[src/rvc_pkg.sv]
// ----------------------------
// shared definitions for the RV32C expander stage
// opcodes, register numbers, queue and credit sizes, payload structs
// every file refers to these as rvc_pkg::name
// ----------------------------
`default_nettype none

package rvc_pkg;

  // ----------------------------
  // payload types
  // ----------------------------
  typedef logic [31:0] instr_t;
  typedef logic [15:0] chalf_t;

  // result of one quadrant expander
  typedef struct packed {
    instr_t insn;
    logic   illegal;
  } expand_t;

  // what the decoder receives
  typedef struct packed {
    instr_t insn;
    logic   is_compressed;
    logic   illegal;
  } decoded_t;

  // ----------------------------
  // RV32 major opcodes
  // ----------------------------
  localparam logic [6:0] OPC_LOAD   = 7'b0000011;
  localparam logic [6:0] OPC_STORE  = 7'b0100011;
  localparam logic [6:0] OPC_OP_IMM = 7'b0010011;
  localparam logic [6:0] OPC_OP     = 7'b0110011;
  localparam logic [6:0] OPC_LUI    = 7'b0110111;
  localparam logic [6:0] OPC_BRANCH = 7'b1100011;
  localparam logic [6:0] OPC_JAL    = 7'b1101111;
  localparam logic [6:0] OPC_JALR   = 7'b1100111;

  // compressed quadrants, 2'b11 marks a full 32-bit word
  localparam logic [1:0] QUAD_C0 = 2'b00;
  localparam logic [1:0] QUAD_C1 = 2'b01;
  localparam logic [1:0] QUAD_C2 = 2'b10;

  // fixed register numbers
  localparam logic [4:0] REG_ZERO = 5'd0;
  localparam logic [4:0] REG_RA   = 5'd1;
  localparam logic [4:0] REG_SP   = 5'd2;

  localparam instr_t EBREAK_WORD = 32'h0010_0073;

  // ----------------------------
  // flow control sizes
  // ----------------------------
  // queue depth, also the fetch unit's credits after reset
  localparam int unsigned FIFO_DEPTH = 4;

  // downstream credit counter
  localparam int unsigned CREDIT_W = 2;
  localparam logic [CREDIT_W-1:0] OUT_CREDITS = 2'd2;

endpackage

`default_nettype wire
[src/rvc_expander_top.sv]
// ----------------------------
// RV32C expander stage, top level
// fetch words in through a credited queue, decoded words out
// to a credited decoder port
// ----------------------------
`default_nettype none

module rvc_expander_top (
  input  logic              clk_i,
  input  logic              rst_n_i,
  input  logic              in_valid_i,
  input  rvc_pkg::instr_t   in_word_i,
  output logic              in_credit_o,
  output logic              out_valid_o,
  output rvc_pkg::decoded_t out_insn_o,
  input  logic              out_credit_i
);

  rvc_pkg::instr_t  head;
  logic             empty;
  logic             pop;
  rvc_pkg::chalf_t  half;
  rvc_pkg::expand_t q0_res;
  rvc_pkg::expand_t q1_res;
  rvc_pkg::expand_t q2_res;

  rvc_fifo #(
    .DEPTH (rvc_pkg::FIFO_DEPTH)
  ) u_fifo (
    .clk_i   (clk_i),
    .rst_n_i (rst_n_i),
    .push_i  (in_valid_i),
    .data_i  (in_word_i),
    .pop_i   (pop),
    .data_o  (head),
    .empty_o (empty)
  );

  rvc_ctrl u_ctrl (
    .clk_i        (clk_i),
    .rst_n_i      (rst_n_i),
    .head_i       (head),
    .empty_i      (empty),
    .pop_o        (pop),
    .q0_i         (q0_res),
    .q1_i         (q1_res),
    .q2_i         (q2_res),
    .half_o       (half),
    .out_credit_i (out_credit_i),
    .out_valid_o  (out_valid_o),
    .out_insn_o   (out_insn_o),
    .in_credit_o  (in_credit_o)
  );

  // all three quadrants see the same half, ctrl picks one
  rvc_quadrant0 u_quad0 (.half_i(half), .res_o(q0_res));
  rvc_quadrant1 u_quad1 (.half_i(half), .res_o(q1_res));
  rvc_quadrant2 u_quad2 (.half_i(half), .res_o(q2_res));

endmodule

`default_nettype wire

[src/rvc_ctrl.sv]
// ----------------------------
// expander control
// pops the queue when a downstream credit is free, picks the quadrant
// result and registers it, returns one fetch credit per popped word
// ----------------------------
`default_nettype none

module rvc_ctrl (
  input  logic              clk_i,
  input  logic              rst_n_i,
  input  rvc_pkg::instr_t   head_i,
  input  logic              empty_i,
  output logic              pop_o,
  input  rvc_pkg::expand_t  q0_i,
  input  rvc_pkg::expand_t  q1_i,
  input  rvc_pkg::expand_t  q2_i,
  output rvc_pkg::chalf_t   half_o,
  input  logic              out_credit_i,
  output logic              out_valid_o,
  output rvc_pkg::decoded_t out_insn_o,
  output logic              in_credit_o
);

  logic [rvc_pkg::CREDIT_W-1:0] credits;
  logic [rvc_pkg::CREDIT_W:0]   credit_sum;
  logic [rvc_pkg::CREDIT_W:0]   credit_owed;
  rvc_pkg::expand_t             sel;
  rvc_pkg::decoded_t            dec;

  assign half_o = head_i[15:0];

  // ----------------------------
  // downstream credits
  // ----------------------------
  // the word now in the output register still owes its credit,
  // a credit coming back this cycle is already usable
  assign credit_sum  = {1'b0, credits} + {{rvc_pkg::CREDIT_W{1'b0}}, out_credit_i};
  assign credit_owed = {{rvc_pkg::CREDIT_W{1'b0}}, out_valid_o};
  assign pop_o       = !empty_i && (credit_sum > credit_owed);

  always_ff @(posedge clk_i or negedge rst_n_i) begin
    if (!rst_n_i) begin
      credits <= rvc_pkg::OUT_CREDITS;
    end else begin
      case ({out_credit_i, out_valid_o})
        2'b10:   credits <= credits + 1'b1;
        2'b01:   credits <= credits - 1'b1;
        default: credits <= credits;
      endcase
    end
  end

  // ----------------------------
  // result select
  // ----------------------------
  always_comb begin
    unique case (head_i[1:0])
      rvc_pkg::QUAD_C0: sel = q0_i;
      rvc_pkg::QUAD_C1: sel = q1_i;
      rvc_pkg::QUAD_C2: sel = q2_i;
      default: begin
        // full 32-bit word passes through
        sel.insn    = head_i;
        sel.illegal = 1'b0;
      end
    endcase
  end

  always_comb begin
    dec.insn          = sel.illegal ? head_i : sel.insn;
    dec.is_compressed = (head_i[1:0] != 2'b11);
    dec.illegal       = sel.illegal;
  end

  // output register, the fetch credit goes back with the same pulse
  always_ff @(posedge clk_i or negedge rst_n_i) begin
    if (!rst_n_i) begin
      out_valid_o <= 1'b0;
      out_insn_o  <= '0;
    end else begin
      out_valid_o <= pop_o;
      if (pop_o) out_insn_o <= dec;
    end
  end

  assign in_credit_o = out_valid_o;

  // decoder returned more credits than it was given
  a_credit_max: assert property (@(posedge clk_i) disable iff (!rst_n_i)
    credits <= rvc_pkg::OUT_CREDITS);

endmodule

`default_nettype wire

[src/rvc_quadrant2.sv]
// ----------------------------
// quadrant 2 expander, combinational
// c.slli, stack load and store, jump register, move and add
// ----------------------------
`default_nettype none

module rvc_quadrant2 (
  input  rvc_pkg::chalf_t  half_i,
  output rvc_pkg::expand_t res_o
);

  localparam logic [2:0] F3_SLLI      = 3'b000;
  localparam logic [2:0] F3_LWSP      = 3'b010;
  localparam logic [2:0] F3_JR_MV_ADD = 3'b100;
  localparam logic [2:0] F3_SWSP      = 3'b110;

  logic [4:0] rd;
  logic [4:0] rs2;

  assign rd  = half_i[11:7];
  assign rs2 = half_i[6:2];

  always_comb begin
    res_o.insn    = '0;
    res_o.illegal = 1'b0;
    unique case (half_i[15:13])
      F3_SLLI: begin
        res_o.insn = {6'b0, half_i[12], rs2, rd, 3'b001, rd, rvc_pkg::OPC_OP_IMM};
      end
      F3_LWSP: begin
        res_o.insn = {4'b0, half_i[3:2], half_i[12], half_i[6:4], 2'b00,
                      rvc_pkg::REG_SP, 3'b010, rd, rvc_pkg::OPC_LOAD};
        res_o.illegal = (rd == rvc_pkg::REG_ZERO);
      end
      F3_JR_MV_ADD: begin
        if (!half_i[12]) begin
          if (rs2 == rvc_pkg::REG_ZERO) begin
            // c.jr
            res_o.insn    = {12'b0, rd, 3'b000, rvc_pkg::REG_ZERO, rvc_pkg::OPC_JALR};
            res_o.illegal = (rd == rvc_pkg::REG_ZERO);
          end else begin
            // c.mv
            res_o.insn = {7'b0, rs2, rvc_pkg::REG_ZERO, 3'b000, rd, rvc_pkg::OPC_OP};
          end
        end else if (rs2 == rvc_pkg::REG_ZERO) begin
          if (rd == rvc_pkg::REG_ZERO) begin
            res_o.insn = rvc_pkg::EBREAK_WORD;
          end else begin
            // c.jalr links through ra
            res_o.insn = {12'b0, rd, 3'b000, rvc_pkg::REG_RA, rvc_pkg::OPC_JALR};
          end
        end else begin
          // c.add
          res_o.insn = {7'b0, rs2, rd, 3'b000, rd, rvc_pkg::OPC_OP};
        end
      end
      F3_SWSP: begin
        res_o.insn = {4'b0, half_i[8:7], half_i[12], rs2, rvc_pkg::REG_SP, 3'b010,
                      half_i[11:9], 2'b00, rvc_pkg::OPC_STORE};
      end
      // fp stack access, RV64 forms, Zcmp and Zcmt rows
      default: res_o.illegal = 1'b1;
    endcase
  end

endmodule

`default_nettype wire

[src/rvc_quadrant1.sv]
// ----------------------------
// quadrant 1 expander, combinational
// immediates, shifts, ALU group, jumps and branches
// ----------------------------
`default_nettype none

module rvc_quadrant1 (
  input  rvc_pkg::chalf_t  half_i,
  output rvc_pkg::expand_t res_o
);

  localparam logic [2:0] F3_ADDI = 3'b000;
  localparam logic [2:0] F3_JAL  = 3'b001;
  localparam logic [2:0] F3_LI   = 3'b010;
  localparam logic [2:0] F3_LUI  = 3'b011;
  localparam logic [2:0] F3_MISC = 3'b100;
  localparam logic [2:0] F3_J    = 3'b101;
  localparam logic [2:0] F3_BEQZ = 3'b110;
  localparam logic [2:0] F3_BNEZ = 3'b111;

  logic [4:0]  rd;
  logic [4:0]  rdp;
  logic [4:0]  rs2p;
  logic [11:0] imm6;
  logic [19:0] jimm;
  logic [2:0]  alu_f3;
  logic [6:0]  alu_f7;

  assign rd   = half_i[11:7];
  assign rdp  = {2'b01, half_i[9:7]};
  assign rs2p = {2'b01, half_i[4:2]};

  // sign extended 6-bit immediate shared by addi, li and andi
  assign imm6 = {{7{half_i[12]}}, half_i[6:2]};

  // J-type field order imm[20|10:1|11|19:12]
  assign jimm = {half_i[12], half_i[8], half_i[10:9], half_i[6], half_i[7],
                 half_i[2], half_i[11], half_i[5:3], {9{half_i[12]}}};

  // register-register row, bits 6:5 pick the operation
  always_comb begin
    alu_f7 = 7'b0000000;
    unique case (half_i[6:5])
      2'b00: begin
        alu_f3 = 3'b000;
        alu_f7 = 7'b0100000;
      end
      2'b01:   alu_f3 = 3'b100;
      2'b10:   alu_f3 = 3'b110;
      default: alu_f3 = 3'b111;
    endcase
  end

  always_comb begin
    res_o.insn    = '0;
    res_o.illegal = 1'b0;
    unique case (half_i[15:13])
      // c.nop is addi x0, x0, 0
      F3_ADDI: res_o.insn = {imm6, rd, 3'b000, rd, rvc_pkg::OPC_OP_IMM};
      F3_JAL:  res_o.insn = {jimm, rvc_pkg::REG_RA, rvc_pkg::OPC_JAL};
      F3_LI:   res_o.insn = {imm6, rvc_pkg::REG_ZERO, 3'b000, rd, rvc_pkg::OPC_OP_IMM};
      F3_LUI: begin
        if (rd == rvc_pkg::REG_SP) begin
          // c.addi16sp, immediate scaled by 16
          res_o.insn = {{3{half_i[12]}}, half_i[4:3], half_i[5], half_i[2], half_i[6],
                        4'b0000, rvc_pkg::REG_SP, 3'b000, rvc_pkg::REG_SP,
                        rvc_pkg::OPC_OP_IMM};
        end else begin
          res_o.insn = {{15{half_i[12]}}, half_i[6:2], rd, rvc_pkg::OPC_LUI};
        end
        res_o.illegal = ({half_i[12], half_i[6:2]} == 6'b000000);
      end
      F3_MISC: begin
        unique case (half_i[11:10])
          2'b00, 2'b01: begin
            // bit 10 selects srai
            res_o.insn = {1'b0, half_i[10], 4'b0000, half_i[12], half_i[6:2],
                          rdp, 3'b101, rdp, rvc_pkg::OPC_OP_IMM};
          end
          2'b10: res_o.insn = {imm6, rdp, 3'b111, rdp, rvc_pkg::OPC_OP_IMM};
          default: begin
            res_o.insn    = {alu_f7, rs2p, rdp, alu_f3, rdp, rvc_pkg::OPC_OP};
            // subw, addw and the Zcb forms
            res_o.illegal = half_i[12];
          end
        endcase
      end
      F3_J: res_o.insn = {jimm, rvc_pkg::REG_ZERO, rvc_pkg::OPC_JAL};
      F3_BEQZ, F3_BNEZ: begin
        // bit 13 turns beq into bne
        res_o.insn = {{4{half_i[12]}}, half_i[6:5], half_i[2], rvc_pkg::REG_ZERO, rdp,
                      2'b00, half_i[13], half_i[11:10], half_i[4:3], half_i[12],
                      rvc_pkg::OPC_BRANCH};
      end
      default: res_o.illegal = 1'b1;
    endcase
  end

endmodule

`default_nettype wire

[src/rvc_quadrant0.sv]
// ----------------------------
// quadrant 0 expander, combinational
// c.addi4spn, c.lw and c.sw, everything else is illegal
// ----------------------------
`default_nettype none

module rvc_quadrant0 (
  input  rvc_pkg::chalf_t  half_i,
  output rvc_pkg::expand_t res_o
);

  localparam logic [2:0] F3_ADDI4SPN = 3'b000;
  localparam logic [2:0] F3_LW       = 3'b010;
  localparam logic [2:0] F3_SW       = 3'b110;

  // compressed registers x8..x15
  logic [4:0] rdp;
  logic [4:0] rs1p;

  assign rdp  = {2'b01, half_i[4:2]};
  assign rs1p = {2'b01, half_i[9:7]};

  always_comb begin
    res_o.insn    = '0;
    res_o.illegal = 1'b0;
    unique case (half_i[15:13])
      F3_ADDI4SPN: begin
        // addi rd', x2, nzuimm
        res_o.insn = {2'b00, half_i[10:7], half_i[12:11], half_i[5], half_i[6], 2'b00,
                      rvc_pkg::REG_SP, 3'b000, rdp, rvc_pkg::OPC_OP_IMM};
        res_o.illegal = (half_i[12:5] == 8'h00);
      end
      F3_LW: begin
        res_o.insn = {5'b0, half_i[5], half_i[12:10], half_i[6], 2'b00,
                      rs1p, 3'b010, rdp, rvc_pkg::OPC_LOAD};
      end
      F3_SW: begin
        // rd' field holds rs2'
        res_o.insn = {5'b0, half_i[5], half_i[12], rdp, rs1p, 3'b010,
                      half_i[11:10], half_i[6], 2'b00, rvc_pkg::OPC_STORE};
      end
      // fp loads and stores, Zcb row and reserved
      default: res_o.illegal = 1'b1;
    endcase
  end

endmodule

`default_nettype wire

[src/rvc_fifo.sv]
// ----------------------------
// input queue for fetch words
// the upstream credit scheme guarantees a free slot for every push
// ----------------------------
`default_nettype none

module rvc_fifo #(
  parameter int unsigned DEPTH = rvc_pkg::FIFO_DEPTH
) (
  input  logic            clk_i,
  input  logic            rst_n_i,
  input  logic            push_i,
  input  rvc_pkg::instr_t data_i,
  input  logic            pop_i,
  output rvc_pkg::instr_t data_o,
  output logic            empty_o
);

  localparam int unsigned AW = $clog2(DEPTH);
  localparam int unsigned CW = $clog2(DEPTH + 1);

  rvc_pkg::instr_t mem [DEPTH];
  logic [AW-1:0]   wr_ptr;
  logic [AW-1:0]   rd_ptr;
  logic [CW-1:0]   count;
  logic            full;

  assign empty_o = (count == '0);
  assign full    = (count == CW'(DEPTH));
  assign data_o  = mem[rd_ptr];

  // pointers wrap on their own since DEPTH is a power of two
  always_ff @(posedge clk_i or negedge rst_n_i) begin
    if (!rst_n_i) begin
      wr_ptr <= '0;
      rd_ptr <= '0;
      count  <= '0;
    end else begin
      if (push_i) wr_ptr <= wr_ptr + 1'b1;
      if (pop_i) rd_ptr <= rd_ptr + 1'b1;
      unique case ({push_i, pop_i})
        2'b10:   count <= count + 1'b1;
        2'b01:   count <= count - 1'b1;
        default: count <= count;
      endcase
    end
  end

  always_ff @(posedge clk_i) begin
    if (push_i) mem[wr_ptr] <= data_i;
  end

  // fetch unit pushed without a credit
  a_no_push_full: assert property (@(posedge clk_i) disable iff (!rst_n_i)
    !(push_i && full));

  a_no_pop_empty: assert property (@(posedge clk_i) disable iff (!rst_n_i)
    !(pop_i && empty_o));

endmodule

`default_nettype wire

[config.mk]
export PLATFORM = sky130hd
export DESIGN_NAME = rvc_expander_top
export DESIGN_NICKNAME = d
export VERILOG_FILES = /design/src/rvc_pkg.sv /design/src/rvc_expander_top.sv /design/src/rvc_ctrl.sv /design/src/rvc_quadrant2.sv /design/src/rvc_quadrant1.sv /design/src/rvc_quadrant0.sv /design/src/rvc_fifo.sv
export SDC_FILE = /design/constraint.sdc
export NUM_CORES = 1
export LEC_CHECK = 0
export BUFFER_PORTS_ARGS = -buffer_cell sky130_fd_sc_hd__buf_2
export CORE_MARGIN = 2
export CORE_UTILIZATION = 45
export CTS_BUF_LIST = sky130_fd_sc_hd__clkbuf_4 sky130_fd_sc_hd__clkbuf_8 sky130_fd_sc_hd__clkbuf_16
export CTS_CLUSTER_DIAMETER = 150
export DETAILED_ROUTE_END_ITERATION = 8
export GPL_ROUTABILITY_DRIVEN = 0
export PLACE_DENSITY = 0.65
export RECOVER_POWER = 50
export SYNTH_ARGS = -nofsm -noshare
export SYNTH_HDL_FRONTEND = slang
export SYNTH_SLANG_ARGS = --single-unit
[constraint.sdc]
create_clock -name clk_i -period 8.5 [get_ports clk_i]
set_input_delay 0.425 -clock clk_i [delete_from_list [all_inputs] [get_ports clk_i]]
set_output_delay 0.425 -clock clk_i [all_outputs]
set_load 0.1 [all_outputs]
Word level (Yosys, flattened, before mapping):

Memory sizes are Yosys's and may differ from the RTL's.
Cells that the tools add are included.

* reduce and logical (&&, ||, !) cells: 18
* add/sub/neg operators: 7
* eq/ne operators: 19
* mux-type cells: 23
* magnitude comparators: 1

Operator list (count)
* case mux 32 bit (7 select lines): 1
* case mux 32 bit (4 select lines): 1
* case mux 33 bit (3 select lines): 1
* two-way mux 32 bit: 3
* case mux 30 bit (3 select lines): 1
* case mux 32 bit (2 select lines): 1
* two-way mux 29 bit: 1
* two-way mux 25 bit: 1
* two-way mux 21 bit: 1
* == test 3 bit, second input constant: 4
* == test 2 x 1 -> 1 bit, second input constant: 5
* == test 2 bit, second input constant: 5
* logical NOT 5 bit: 2
* case mux 3 bit (3 select lines): 1
* logical NOT 8 bit: 1
* OR reduction 2 bit: 4
* adder 2 x 1 -> 2 bit, second input constant: 3
* == test 3 x 2 -> 1 bit, second input constant: 2
* logical NOT 2 bit: 3
* logical NOT 3 bit: 2
* logical NOT 6 bit: 1
* two-way mux 6 bit: 1
* case mux 3 bit (2 select lines): 1
* == test 5 x 2 -> 1 bit, second input constant: 1
* 15 further kinds: 21

* RAM bits: 128
* input port bits: 36
* bits in registers: 44
* memories: 1

Memory list
* u_fifo.mem: depth 4, width 32, read ports 1, clocked after Yosys merged registers in 0, write ports 1, line rvc_fifo.sv:22 `rvc_pkg::instr_t mem [DEPTH];`

Depth between registers and ports, before layout:

An unclocked memory read counts as a cell.

* word-level depth: 8
* gate-level depth with buffers: 14

Modules after synthesis:

A second synthesis with hierarchy kept.

* cell total of the unflattened synthesis: 699
* area, all modules: 9135.0 um^2

Modules (own cells, without submodules)
* rvc_fifo: area an instance 5058.6 um^2, seq. area each 4018.9 um^2, cells each 203, times used 1
* rvc_ctrl: area an instance 2662.6 um^2, seq. area each 927.1 um^2, cells each 266, times used 1
* rvc_quadrant1: area an instance 683.2 um^2, seq. area each 0.0 um^2, cells each 117, times used 1
* rvc_quadrant2: area an instance 417.9 um^2, seq. area each 0.0 um^2, cells each 64, times used 1
* rvc_quadrant0: area an instance 312.8 um^2, seq. area each 0.0 um^2, cells each 49, times used 1

Worst setup path before layout:

OpenSTA, ideal clock, no wires.

* kind: reg-to-reg
* start: register u_ctrl.out_valid_o, in the netlist u_ctrl.in_credit_o
* end: register u_fifo.count[2]
* required time: 8.421 ns
* cell stages (with the launch flop): 13
* library setup time: 0.079 ns
* data arrival time: 3.250 ns
* buffers on the path: 2
* slack: 5.171 ns
* period minus slack after synthesis: 3.329 ns
* cells stage by stage: dfrtp_1 > ha_1 > nor3b_1 > a211o_1 > clkbuf_1 > inv_1 > clkbuf_1 > ha_1 > inv_1 > fa_1 > xor2_1 > nor2_1 > xor2_1

* longest elaborated chain between the ends: 4

Ends and longest elaborated chain
* start, declared: line rvc_ctrl.sv:19 `output logic out_valid_o,`
* start signal, assigned: line rvc_ctrl.sv:81 `out_valid_o <= pop_o;`
* greater-than comparator 3 x 1 -> 1 bit *: line rvc_ctrl.sv:39 `assign pop_o = !empty_i && (credit_sum > credit_owed);`
* logical AND 1 bit *: line rvc_ctrl.sv:39
* named net pop: line rvc_expander_top.sv:21 `logic pop;`
* == test 2 x 1 -> 1 bit / == test 2 bit (equally long branches): line rvc_fifo.sv:41 `unique case ({push_i, pop_i})`
* case mux 3 bit (2 select lines) / nonzero test 2 bit (equally long branches)
* end signal, assigned: line rvc_fifo.sv:42 `2'b10: count <= count + 1'b1;`
* end signal, assigned: line rvc_fifo.sv:43 `2'b01: count <= count - 1'b1;`
* end signal, assigned: line rvc_fifo.sv:44 `default: count <= count;`
* end, declared: line rvc_fifo.sv:25 `logic [CW-1:0] count;`

The timed path passes the listed nets; every way through them passes the cells marked *.
A chain may end at the register's enable or synchronous reset.

Worst setup path in the final report:

* start: register u_fifo.rd_ptr[0]
* end: register u_ctrl.out_insn_o[8] (netlist name)

* longest elaborated chain between the ends: 7

Ends and longest elaborated chain
* start, declared: line rvc_fifo.sv:24 `logic [AW-1:0] rd_ptr;`
* start signal, assigned: line rvc_fifo.sv:40 `if (pop_i) rd_ptr <= rd_ptr + 1'b1;`
* memory read (4 x 32 bit) *
* logical NOT 5 bit (tied with other cells): line rvc_quadrant2.sv:37, rvc_quadrant2.sv:45
* two-way mux 25 bit (tied with other cells): line rvc_quadrant2.sv:37 `if (rs2 == rvc_pkg::REG_ZERO) begin`
* two-way mux 32 bit (tied with other cells): line rvc_quadrant2.sv:36 `if (!half_i[12]) begin`
* case mux 32 bit (4 select lines) (tied with other cells): line rvc_quadrant2.sv:26 `unique case (half_i[15:13])`
* case mux 33 bit (3 select lines): line rvc_ctrl.sv:57 `unique case (head_i[1:0])`
* two-way mux 32 bit *: line rvc_ctrl.sv:70 `dec.insn = sel.illegal ? head_i : sel.insn;`

Every way passes the cells marked *; elsewhere a longest branch is shown, timed or not.

==> flow_summary.json <==
{
  "status": "finished with violations",
  "failed_checks": "max-capacitance violations, max-slew violations",
  "fin_nets": 724,
  "syn_to_final_growth_pct": 12.5,
  "clock_skew_ps": 16.4,
  "cts_tree": "done",
  "first_pass_iters": 7,
  "track_usage_pct": 21.6,
  "ys_types": 71,
  "r2r_end": "u_ctrl.out_insn_o[8]",
  "clk_pin_slew_ps": 70,
  "required_ps": 8810,
  "clock_latency_ps": 430,
  "grt_pass1_wl_um": 32200,
  "min_to": "u_fifo.mem[3][30]",
  "dp_hpwl_um": 13400,
  "drc_errors": 0,
  "use_met2_pct": 34.4,
  "core_area_um2": 17900,
  "ant_nets": 0,
  "fin_crit_sh_pct": 49.2,
  "grt_util_met3_pct": 5.90,
  "post_cts_resized": 0,
  "tightestPinTransition_ps": 2350,
  "synth_edf_count": 128,
  "grt_max_degree": 45,
  "ios": 72,
  "rsz0062_at_grt": "no",
  "worstHoldStart": "in_word_i[30]",
  "n_fill_cell": 1549,
  "wl_per_cell_um": 22.2,
  "wl_um": 20400,
  "cp_top_family": "compound AO/OA/AOI/OAI gates",
  "viasPerCell": 6.29,
  "ys_seq_area_share_pct": 60.3,
  "die-height_um": 139,
  "multiInputGateArea_um2": 2970,
  "hold_viol_final": 0,
  "slowest_stage": "mux4_2",
  "maxSlewViolCount": 78,
  "fin_area_um2": 9220,
  "syn-instance-count": 622,
  "post_cts_buffers": 0,
  "synth_fp_nets": 669,
  "r2r_setup_slack_ps": 4320,
  "synth_area_um2": 8200,
  "arrival_ps": 4490,
  "maxCapViolCount": 2,
  "dieWidth_um": 139,
  "synth_area_per_cell_um2": 13.2,
  "top_usage_layer": "met2",
  "timing.rr.start": "u_fifo.rd_ptr[0]",
  "grtUsageMet1_pct": 28.5,
  "endpoint_kind": "register",
  "cp_cell_sequence": "buf_4 -> mux4_2 -> nor2b_1 -> a32oi_1 -> nand4b_2 -> a221o_1 -> a22o_1",
  "ys_ff_latch": 172,
  "cpPeakStageDelay_ps": 870,
  "cts_hold_buf": 0,
  "cts_root_buf": "clkbuf_16",
  "layout-drive-gt1-share_pct": 18.8,
  "rows": 49,
  "yosysWarnings": 0,
  "async_flop_share_pct": 25.6,
  "hold_class": "input port to register",
  "path_buf_inv": 1,
  "synthFlopType": "edfxtp_1",
  "relSlewSlack_pct": -57.0,
  "timing.hold.ws_ps": 247,
  "min_path_cells": 1,
  "io_buffers": 71,
  "cts_max_level": 4,
  "setup_tns_ps": 0,
  "fp.dieArea_um2": 19300,
  "path_class": "register to register",
  "start_util_pct": 45.8,
  "grt_pass1_vias": 5737,
  "setup_violations": 0,
  "antenna_cells": 0,
  "cts_sinks": 172,
  "fmaxAchievable_mhz": 239,
  "seqCellArea_um2": 4950,
  "min_period_ps": 4180,
  "r2r_cells": 7,
  "postPlaceCellArea_um2": 8690,
  "vias": 5785,
  "cp_max_fo": 37,
  "grt-ovfl-total": 0,
  "cp-start-kind": "register",
  "cts-buffers-inserted": 17,
  "antenna_found_initial": 0,
  "first_iter_violations": 745,
  "clockBufferDepth": 2
}
-- per-stage QoR --
| stage | util [%] | cells | setup slack [ps] |
|---|---|---|---|
| 2_1_floorplan | - | 622 | 5170 |
| 3_3_place_gp | 48.5 | 887 | 4460 |
| 3_5_place_dp | 48.5 | 887 | 4380 |
| 4_1_cts | 51.8 | 919 | 4370 |
| 5_1_grt | 51.5 | 919 | 4110 |
| 6_report | 51.5 | 919 | 4320 |
-- worst register-to-register path, cell delays in order (launching register included) --
cell,delay (ps)
dfrtp_2,340
buf_4,550
mux4_2,880
nor2b_1,380
a32oi_1,500
nand4b_2,670
a221o_1,570
a22o_1,180
-- metal layers --
layer | share of wire [%] | wire [um] | up-vias
met4 | 4.0 | 813 | 0
met3 | 8.9 | 1810 | 92
li1 | - | - | 2528
met1 | 40 | 8260 | 2806
met2 | 47 | 9550 | 359
met5 | 0 | 0 | -
-- final cells by class --
| class | count | area share [%] |
|---|---|---|
| inverter | 18 | 0.733 |
| sequential | 172 | 53.7 |
| tap | 229 | 3.11 |
| multi-input combinational | 388 | 32.2 |
| timing repair buffer | 80 | 4.10 |
| clock buffer | 21 | 5.01 |
| clock inverter | 11 | 1.22 |
-- cell families (layout without fill, tap and decap cells) --
| kind of cell | Yosys count | count (layout) | share of synthesized area (%) |
|---|---|---|---|
| flip-flops | 172 | 172 | 60.3 |
| AND/OR/NAND/NOR | 165 | 165 | 10.1 |
| AO/OA/AOI/OAI | 155 | 155 | 12.7 |
| buffers and inverters | 62 | 130 | 3.46 |
| multiplexers | 47 | 47 | 10.5 |
| adder cells (fa/ha/maj) | 11 | 11 | 1.77 |
| XOR/XNOR | 10 | 10 | 1.07 |
-- cell usage after synthesis, types with 4 or more instances --
master | count | area share (%)
edfxtp_1 | 128 | 47
nand2_1 | 56 | 2.6
dfrtp_1 | 43 | 13
nor2_1 | 40 | 1.8
o21ai_0 | 37 | 2.3
mux4_2 | 31 | 8.5
a21oi_1 | 30 | 1.8
clkbuf_1 | 25 | 1.1
inv_1 | 15 | 0.69
mux2i_1 | 13 | 1.6
a31oi_1 | 12 | 0.92
nand3_1 | 12 | 0.73
ha_1 | 10 | 1.5
nor3_1 | 10 | 0.61
nand2b_1 | 7 | 0.53
o22ai_1 | 7 | 0.53
xnor2_1 | 7 | 0.75
and2_1 | 6 | 0.46
buf_1 | 6 | 0.27
o21ai_1 | 6 | 0.37
a221oi_1 | 5 | 0.53
a22o_1 | 5 | 0.53
buf_2 | 5 | 0.31
a221o_1 | 4 | 0.49
a222oi_1 | 4 | 0.49
a22oi_1 | 4 | 0.37
buf_4 | 4 | 0.37
buf_6 | 4 | 0.55
nand4_1 | 4 | 0.31
nor3b_1 | 4 | 0.37
o31ai_1 | 4 | 0.37
-- sequential cells by signal (all words and copies together), names as in the netlist --
signal and cells:
u_fifo.wr_ptr 2, u_ctrl.credits 2, u_fifo.mem 128, u_fifo.count 3
u_ctrl.out_insn_o 34, u_fifo.rd_ptr 2, u_ctrl.in_credit_o 1
-- how the worst max path moves through the flow --
| stage | startpoint | depth (start not counted) | to |
|---|---|---|---|
| after global routing | u_fifo.rd_ptr[0] | 8 | u_ctrl.out_insn_o[20] |
| after floorplan | u_ctrl.in_credit_o | 12 | u_fifo.count[2] |
| after global placement | u_fifo.rd_ptr[0] | 7 | u_ctrl.out_insn_o[27] |
| after CTS | u_fifo.rd_ptr[0] | 7 | u_ctrl.out_insn_o[27] |
| after detailed placement | u_fifo.rd_ptr[0] | 7 | u_ctrl.out_insn_o[8] |
| final | u_fifo.rd_ptr[0] | 7 | u_ctrl.out_insn_o[8] |
-- placed cells by master (no fill, tap or decap), types with 6 or more instances in the layout --
master     instances
edfxtp_1         128
inv_1             15
a21oi_1           30
o21ai_1            6
mux2i_1           13
o21ai_0           37
ha_1              10
xnor2_1            7
o22ai_1            7
a31oi_1           12
clkbuf_1          34
nor3_1            10
nor2_1            40
buf_4              8
dfrtp_1           42
mux4_2            31
clkbuf_16         17
nand3_1           12
nand2_1           56
buf_2             38
nand2b_1           7
Power is not shown: default switching activity piles up to over one toggle a cycle in this logic, so the estimate is an artifact.
